**src/source/sprite_layout_pkg.sv**
```systemverilog
package sprite_layout_pkg;

	////////////////////
	// sprite fields
	////////////////////

	localparam int field_w = 9; // offset, y and x are all this wide

	typedef logic [field_w-1:0] coord_t; // coordinate or pattern offset

	localparam int key_w = 2 * field_w; // search key is {x, y}

	////////////////////
	// write data word
	////////////////////

	localparam int data_w = 32;

	// low bit of each field inside the data word
	localparam int offset_lsb = 0;
	localparam int y_lsb      = 9;
	localparam int x_lsb      = 18; // bits 27 to 31 carry nothing

	////////////////////
	// field select
	////////////////////

	typedef logic [1:0] fsel_t;

	localparam fsel_t fsel_offset = 2'd0;
	localparam fsel_t fsel_y      = 2'd1;
	localparam fsel_t fsel_x      = 2'd2; // code 3 is rejected

endpackage
```
**src/source/sprite_table_pkg.sv**
```systemverilog
package sprite_table_pkg;

	////////////////////
	// table geometry
	////////////////////

	localparam int idx_w = 5;

	localparam int num_entries = 1 << idx_w; // slot 0 included

	typedef logic [idx_w-1:0] idx_t;

	// slot 0 is never written, so usable sprites are 1 to 31
	localparam idx_t reserved_idx = '0;

	////////////////////
	// lookup result
	////////////////////

	// returned when no valid entry holds the key, or while a write is presented
	localparam sprite_layout_pkg::coord_t not_found = 9'd1;

endpackage

```
**src/source/sprite_table.sv**
```systemverilog
module sprite_table (
	input  logic                                 clk,
	input  logic                                 arst_n,
	input  logic                                 written,
	input  sprite_table_pkg::idx_t               n_reg,
	input  sprite_layout_pkg::fsel_t             select_field,
	input  logic [sprite_layout_pkg::data_w-1:0] data,
	input  logic [sprite_layout_pkg::key_w-1:0]  check,
	output sprite_layout_pkg::coord_t            read_data,
	output logic                                 success
);

	import sprite_layout_pkg::*;
	import sprite_table_pkg::*;

	logic [num_entries-1:0]   entry_valid;
	coord_t [num_entries-1:0] entry_offset;
	coord_t [num_entries-1:0] entry_x;
	coord_t [num_entries-1:0] entry_y;

	////////////////////
	// storage
	////////////////////

	sprite_regfile u_regfile (
		.clk          (clk),
		.arst_n       (arst_n),
		.written      (written),
		.n_reg        (n_reg),
		.select_field (select_field),
		.data         (data),
		.success      (success),
		.entry_valid  (entry_valid),
		.entry_offset (entry_offset),
		.entry_x      (entry_x),
		.entry_y      (entry_y)
	);

	////////////////////
	// lookup
	////////////////////

	sprite_match u_match (
		.written      (written),      // blocks the result during writes
		.check        (check),
		.entry_valid  (entry_valid),
		.entry_offset (entry_offset),
		.entry_x      (entry_x),
		.entry_y      (entry_y),
		.read_data    (read_data)
	);

endmodule

```
**src/source/sprite_match.sv**
```systemverilog
module sprite_match (
	input  logic                                                          written,
	input  logic [sprite_layout_pkg::key_w-1:0]                           check,
	input  logic [sprite_table_pkg::num_entries-1:0]                      entry_valid,
	input  sprite_layout_pkg::coord_t [sprite_table_pkg::num_entries-1:0] entry_offset,
	input  sprite_layout_pkg::coord_t [sprite_table_pkg::num_entries-1:0] entry_x,
	input  sprite_layout_pkg::coord_t [sprite_table_pkg::num_entries-1:0] entry_y,
	output sprite_layout_pkg::coord_t                                     read_data
);

	import sprite_layout_pkg::*;
	import sprite_table_pkg::*;

	coord_t                 key_x;
	coord_t                 key_y;
	logic [num_entries-1:0] hit;      // per slot compare result
	logic                   any_hit;
	idx_t                   hit_idx;  // lowest matching slot

	////////////////////
	// parallel compare
	////////////////////

	// key layout is {x, y}, same order as the data word
	assign key_x = check[field_w +: field_w];
	assign key_y = check[0 +: field_w];

	for (genvar i = 0; i < num_entries; i++) begin : g_cmp
		assign hit[i] = entry_valid[i] &&
			(entry_x[i] == key_x) &&
			(entry_y[i] == key_y);
	end

	assign any_hit = |hit;

	////////////////////
	// priority scan
	////////////////////

	// walk downwards so the lowest index is written last and wins
	always_comb begin
		hit_idx = reserved_idx;
		for (int i = num_entries - 1; i >= 0; i--) begin
			if (hit[i])
				hit_idx = idx_t'(i);
		end
	end

	always_comb begin
		if (written || !any_hit)
			read_data = not_found;            // busy or no sprite here
		else
			read_data = entry_offset[hit_idx];
	end

endmodule

```
**src/source/sprite_regfile.sv**
```systemverilog
module sprite_regfile (
	input  logic                                                          clk,
	input  logic                                                          arst_n,
	input  logic                                                          written,
	input  sprite_table_pkg::idx_t                                        n_reg,
	input  sprite_layout_pkg::fsel_t                                      select_field,
	input  logic [sprite_layout_pkg::data_w-1:0]                          data,
	output logic                                                          success,
	output logic [sprite_table_pkg::num_entries-1:0]                      entry_valid,
	output sprite_layout_pkg::coord_t [sprite_table_pkg::num_entries-1:0] entry_offset,
	output sprite_layout_pkg::coord_t [sprite_table_pkg::num_entries-1:0] entry_x,
	output sprite_layout_pkg::coord_t [sprite_table_pkg::num_entries-1:0] entry_y
);

	import sprite_layout_pkg::*;
	import sprite_table_pkg::*;

	logic                   field_ok;  // select code names a real field
	logic                   idx_ok;    // not the reserved slot
	logic                   accept;
	logic [num_entries-1:0] wr_en;     // one-hot slot enable
	coord_t                 offset_in;
	coord_t                 y_in;
	coord_t                 x_in;

	////////////////////
	// write decode
	////////////////////

	// each field has its own fixed slice of the data word
	assign offset_in = data[offset_lsb +: field_w];
	assign y_in      = data[y_lsb +: field_w];
	assign x_in      = data[x_lsb +: field_w];

	assign field_ok = (select_field == fsel_offset) ||
		(select_field == fsel_y) ||
		(select_field == fsel_x);

	assign idx_ok = (n_reg != reserved_idx);

	assign accept = written && idx_ok && field_ok;

	////////////////////
	// entry storage
	////////////////////

	for (genvar i = 0; i < num_entries; i++) begin : g_entry

		assign wr_en[i] = accept && (n_reg == idx_t'(i));

		// only the selected field moves, the other two hold
		always_ff @(posedge clk or negedge arst_n) begin
			if (!arst_n) begin
				entry_offset[i] <= '0;
				entry_y[i]      <= '0;
				entry_x[i]      <= '0;
			end else if (wr_en[i]) begin
				case (select_field)
					fsel_offset: entry_offset[i] <= offset_in;
					fsel_y:      entry_y[i]      <= y_in;
					default:     entry_x[i]      <= x_in; // fsel_x only, wr_en needs field_ok
				endcase
			end
		end

	end

	////////////////////
	// valid and status
	////////////////////

	always_ff @(posedge clk or negedge arst_n) begin
		if (!arst_n) begin
			entry_valid <= '0;
			success     <= 1'b0;
		end else begin
			success     <= accept;               // one pulse per accepted write
			entry_valid <= entry_valid | wr_en;  // any field write arms the slot
		end
	end

	// a pulse always traces back to a legal write one edge earlier
	a_success_has_cause: assert property (
		@(posedge clk) disable iff (!arst_n)
		success |-> $past(written && n_reg != reserved_idx)
	);

	// the reserved slot must never take part in a lookup
	a_reserved_never_valid: assert property (
		@(posedge clk) disable iff (!arst_n)
		!entry_valid[reserved_idx]
	);

endmodule

```
**config.mk**
```make
export PLATFORM = sky130hd
export DESIGN_NAME = sprite_table
export DESIGN_NICKNAME = d
export VERILOG_FILES = /design/src/source/sprite_layout_pkg.sv /design/src/source/sprite_table_pkg.sv /design/src/source/sprite_table.sv /design/src/source/sprite_match.sv /design/src/source/sprite_regfile.sv
export SDC_FILE = /design/constraint.sdc
export NUM_CORES = 2
export LEC_CHECK = 0
export BUFFER_PORTS_ARGS = -buffer_cell sky130_fd_sc_hd__buf_2
export CORE_AREA = 5 5 389 391
export CTS_CLUSTER_DIAMETER = 60
export DETAILED_ROUTE_END_ITERATION = 6
export DIE_AREA = 0 0 394 396
export PLACE_DENSITY = 0.44
export RECOVER_POWER = 50
export SLEW_MARGIN = 10
export SYNTH_ARGS = -nofsm -noshare
export SYNTH_HDL_FRONTEND = slang
export SYNTH_SLANG_ARGS = --single-unit
```
**constraint.sdc**
```tcl
create_clock -name clk -period 4.55 [get_ports clk]
set_clock_uncertainty 0.15 [all_clocks]
set_input_delay 0.455 -clock clk [delete_from_list [all_inputs] [get_ports clk]]
set_output_delay 0.455 -clock clk [all_outputs]
set_load 0.005 [all_outputs]
```
[Word level (Yosys, flattened, before mapping)]
Cells that the tools add are included.
Storage, ports and cells
  register bits: 897
  output and inout port bits: 10
  logic and storage cells: 436
Operators by class
  order comparisons: 1
  equality and inequality tests: 97
  multiplexer cells: 35
  bitwise operators: 2
  reduce and logical (&&, ||, !) cells: 203
Operators with widths (count)
  9-bit == test: 64
  2-bit AND reduction: 96
  5-bit two-way mux: 32
  1-bit logical AND: 98
  5-bit == test (second input constant): 16
  9-bit binary-select mux with 5-bit select: 1
  5-bit by 4-bit == test with 1-bit output (second input constant): 8
  32-bit OR: 1
  32-bit OR reduction: 1
  5-bit by 3-bit == test with 1-bit output (second input constant): 4
  9-bit two-way mux: 2
  5-bit by 2-bit == test with 1-bit output (second input constant): 2
  5-bit by 6-bit less-than comparator with 1-bit output (second input constant): 1
  5-bit by 1-bit == test with 1-bit output (second input constant): 1
  5-bit logical NOT: 1
  5-bit nonzero test: 1
  1-bit logical OR: 3
  2-bit by 1-bit == test with 1-bit output (second input constant): 1
  2-bit == test (second input constant): 1
  2-bit logical NOT: 1
  2-bit OR reduction: 1
  1-bit logical NOT: 1
  1-bit inverter: 1

[Depth between registers and ports, before layout]
  word-level depth: 38
  depth in mapped cells: 18
  mapped depth without buffers: 12

[Modules after synthesis]
A second synthesis with hierarchy kept.
Second synthesis, totals
  cell total of the unflattened synthesis: 3699
  area total of the unflattened synthesis: 46584.7 um2
By module, submodules not included
  sprite_regfile: instances 1, cells each 2083, area an instance 34707.0 um2, sequential area each 22446.5 um2
  sprite_match: instances 1, cells each 1616, area an instance 11877.6 um2, sequential area each 0.0 um2

[Least setup slack after synthesis]
OpenSTA, ideal clock, no wires.
  path type: input-to-output
  start: in check[9] in the netlist's numbering
  end: out read_data[6]
  arrival: 3.479 ns
  required time: 3.945 ns
  slack: 0.466 ns
  stages: 16
  path buffers: 4
  path through: buf_2 > buf_6 > buf_6 > xnor2_1 > nand4_1 > nor4_2 > nand2_1 > a41oi_1 > o221ai_2 > and2_1 > buf_4 > nand2_4 > mux2_2 > a32oi_1 > o211ai_1 > or4_1
On the way
  longest elaborated chain between the ends: 38
  elaborated cells on any way between the ends: 134
  classes of those cells: 32 x eq/ne; 35 x mux; 67 x reduce/logical
RTL lines
  from (decl): RTL line sprite_table.sv:8  | input logic [sprite_layout_pkg::key_w-1:0] check,
  9-bit == test: RTL line sprite_match.sv:30  | (entry_x[i] == key_x) &&
  1-bit logical AND: RTL line sprite_match.sv:29  | assign hit[i] = entry_valid[i] &&
  1-bit logical AND: RTL line sprite_match.sv:30
  5-bit two-way mux (32 in a row): RTL line sprite_match.sv:44  | if (hit[i])
  9-bit binary-select mux with 5-bit select: RTL line sprite_match.sv:53  | read_data = entry_offset[hit_idx];
  9-bit two-way mux (implied by the code): RTL line sprite_match.sv:53
  9-bit two-way mux (*): RTL line sprite_match.sv:50  | if (written || !any_hit)
  to (decl): RTL line sprite_table.sv:9  | output sprite_layout_pkg::coord_t read_data,
Every way passes the cells marked *; elsewhere a longest branch is shown, timed or not. The select of a mux whose other input is x is not followed.

[Worst setup path in the final report]
  start: reg u_regfile.entry_y[212] in the netlist's numbering
  end: out read_data[0]
On the way
  longest elaborated chain between the ends: 29
  elaborated cells on any way between the ends: 32
  classes of those cells: 1 x eq/ne; 27 x mux; 4 x reduce/logical
RTL lines
  from (decl): RTL line sprite_regfile.sv:12  | output sprite_layout_pkg::coord_t [sprite_table_pkg::num_entries-1:0] entry_y
  from (signal, indexed assignment): RTL line sprite_regfile.sv:60  | fsel_y: entry_y[i] <= y_in;
  9-bit == test (*): RTL line sprite_match.sv:31  | (entry_y[i] == key_y);
  1-bit logical AND (*): RTL line sprite_match.sv:30
  5-bit two-way mux (24 in a row): RTL line sprite_match.sv:44
  9-bit binary-select mux with 5-bit select: RTL line sprite_match.sv:53
  9-bit two-way mux (implied by the code): RTL line sprite_match.sv:53
  9-bit two-way mux (*): RTL line sprite_match.sv:50
Marked as above.

==> results.sh <==
export IMPL_status="complete, but fails checks"
export IMPL_violations="max-capacitance violations, max-slew violations, negative setup slack"
export IMPL_hold_depth=3
export IMPL_power_density_nw_per_um2=390
export IMPL_pwr_share_comb_pct=11.7
export IMPL_first_pass_iters=5
export IMPL_ys_async_sr_fraction_pct=100
export IMPL_cts_buffers=114
export IMPL_ys_warn_count=0
export IMPL_drt_iter0_markers=1711
export IMPL_reg2reg_from="u_regfile.entry_x[216]"
export IMPL_rr_worst_depth=2
export IMPL_drv_slew=586
export IMPL_wl_per_cell_um=26.4
export IMPL_p_switching_uw=5410
export IMPL_nNetsFinal=3846
export IMPL_leakage_uw=0.0248
export IMPL_clk_latency_ns=0.71
export IMPL_p_int_uw=15600
export IMPL_viasPerCell=4.96
export IMPL_antenna_cells=0
export IMPL_pin_count=70
export IMPL_path_clk_slew_ns=0.06
export IMPL_max_freq_mhz=191
export IMPL_die_x_um=394
export IMPL_cp_arrival_ns=4.64
export IMPL_placed_cells=5572
export IMPL_gp_congestion=0.804
export IMPL_place_hpwl_um=103000
export IMPL_syn_inst=3403
export IMPL_clockBufferDepth=3
export IMPL_overflow=0
export IMPL_cts_max_level=3
export IMPL_cts_sinks=897
export IMPL_core_area_um2=147000
export IMPL_grt_pass1_vias=30061
export IMPL_top_usage_layer="met2"
export IMPL_synth_edf_count=0
export IMPL_min_period_over_period_pct=115
export IMPL_final_common_cell="dfrtp_1"
export IMPL_vdd_drop_max_uv=265
export IMPL_synth_area_um2=43900
export IMPL_p_clk_share_pct=45.1
export IMPL_final_hold_violation_count=0
export IMPL_fin_cells=5804
export IMPL_syn_nets=3463
export IMPL_drc=0
export IMPL_worst_r2r_setup_slack_ns=3.51
export IMPL_ys_seq_area_share_pct=51.2
export IMPL_met3_usage_pct=2.37
export IMPL_vias=28763
export IMPL_layout_setup_ws_ns=-0.693
export IMPL_cp_end_kind="primary output"
export IMPL_wl_um=153000
export IMPL_antenna_found_initial=15
export IMPL_drive_gt1_share_pct=42.9
export IMPL_ant_nets=0
export IMPL_dieArea_um2=156000
export IMPL_grt_pass1_wl_um=224000
export IMPL_critPathRequiredTime_ns=3.94
export IMPL_use_met2_pct=30.5
export IMPL_ys_ff_latch=897
export IMPL_syn_to_final_growth_pct=23.0
export IMPL_tightest_slew_ns=2.18
export IMPL_start_util_pct=29.8
export IMPL_timing_setup_tns_ns=-4.47
export IMPL_hp_class="input port to register"
export IMPL_grt_start_max_net_pins=123
export IMPL_rows=141
export IMPL_die_h_um=396
export IMPL_critPathLaunchType="register"
export IMPL_place_port_buffers=64
export IMPL_fin_crit_ns=5.24
export IMPL_cts_tree="yes"
export IMPL_layout_common_cells="897 x dfrtp_1, 845 x mux2_2, 487 x xnor2_1, 352 x buf_4, 139 x nand4_1"
export IMPL_holdPathEnd="u_regfile.entry_offset[195]"
export IMPL_grt_use_total_pct=19.5
export IMPL_synth_main_ff_cell="dfrtp_1"
export IMPL_path_class="register to primary output"
export IMPL_cts_root_buf="clkbuf_16"
export IMPL_setup_viol=9
export IMPL_drv_cap=7
export IMPL_rsz0062_at_grt="true"
export IMPL_total_power_uw=21000
export IMPL_p_sw_share_pct=25.7
export IMPL_critPathMaxFanout=16
export IMPL_min_from="data[6]"
export IMPL_use_met1_pct=29.0
export IMPL_yosysUniqueCellTypes=75
export IMPL_pwr_share_seq_pct=43.1
export IMPL_syn_area_per_cell_um2=12.9
export IMPL_reg2reg_to="u_regfile.entry_x[216]"
export IMPL_slew_limit_headroom_pct=-45.1
[cell usage after synthesis, types with 22 or more instances]
cell type	number	area (um2)
nor2_1	125	469
nand4_1	139	870
nand2b_1	39	244
xor2_1	78	683
xnor2_1	495	4340
buf_4	35	263
dfrtp_1	897	22400
nand3_1	67	335
buf_6	36	405
nand2_1	95	357
mux2i_1	114	1140
mux2_2	848	9550
nor4_1	22	138
clkbuf_1	129	484
nor3_1	34	170
[power groups by stage]
stage,clock [uW],combinational [uW],sequential (uW)
3_3_place_gp,0,2440,9200
5_1_grt,10000,2680,9150
4_1_cts,9730,2480,9070
6_report,9500,2470,9070
2_1_floorplan,0,1530,9090
3_5_place_dp,0,2450,9200
[final cells by class]
class / count / area (um2)
fillers: 14470 / 93200
flip-flops and latches: 897 / 22400
multi-input cells: 2272 / 21000
repair buffers: 494 / 4170
clock buffers: 162 / 3340
well taps: 1930 / 2410
clock inverters: 42 / 591
inverters: 7 / 26.3
[timing repair]
item / 4_1_cts / 5_1_grt
hold endpoints to repair: 63 / 0
cloned: 0 / 0
hold buffers: 3 / 0
pin swaps: 31 / 57
resized for setup: 82 / 93
setup buffers: 11 / 19
endpoints found under the setup margin: 9 / 9
[kinds of logic (layout without fill, tap and decap cells)]
family	count (synthesis)	count (layout)	synth area share [%]
simple gates	590	590	7.00
flops	897	897	51.2
buf+inv	234	705	3.03
xor+xnor	576	576	11.5
mux	975	975	25.0
compound gates	131	131	2.31
[metal layers]
layer	vias to the layer above	part of all wire, %
li1	12767	-
met2	473	45
met4	4	1.8
met5	-	0.018
met1	15347	50
met3	172	3.2
[state kept, by name, indices dropped and copies added, names as in the netlist]
signal                  count
u_regfile.entry_x         288
u_regfile.entry_offset    288
u_regfile.entry_y         288
u_regfile.entry_valid      32
u_regfile.success           1
[through the flow]
step	utilization [%]	hold WS, ns	cell area (um2)	setup WS [ns]
4_1_cts	36.3	0.0612	53500	-0.811
6_report	36.7	0.138	54000	-0.693
5_1_grt	36.7	0.128	54000	-0.808
3_3_place_gp	33.3	0.215	49000	-1.33
3_5_place_dp	33.3	0.215	49000	-1.27
2_1_floorplan	-	0.00941	43900	0.466
[worst max-delay path, stage by stage (launching register included)]
cell       delay (ns)
dfrtp_1          0.41
xnor2_2          0.16
nand4_1          0.23
nor4_2           0.36
buf_4            0.18
a22oi_2          0.08
buf_4            0.18
a21boi_4         0.14
nor4_4           0.28
buf_4            0.17
o31a_4           0.25
inv_2            0.10
buf_4            0.26
nor2_2           0.28
o211ai_1         0.18
a2111oi_4        0.39
buf_4            0.18
buf_6            0.08
[how the worst max path moves through the flow]
stage	slack, ns	endpoint	startpoint	cells after the start
after floorplan	0.47	read_data[6]	check[9]	16
after global placement	-1.33	read_data[0]	check[5]	20
after detailed placement	-1.27	read_data[0]	check[2]	20
after CTS	-0.81	read_data[0]	u_regfile.entry_y[212]	17
after global routing	-0.81	read_data[0]	u_regfile.entry_x[76]	16
final	-0.69	read_data[0]	u_regfile.entry_y[212]	17
Note: power is estimated with default switching activity, not from simulation.
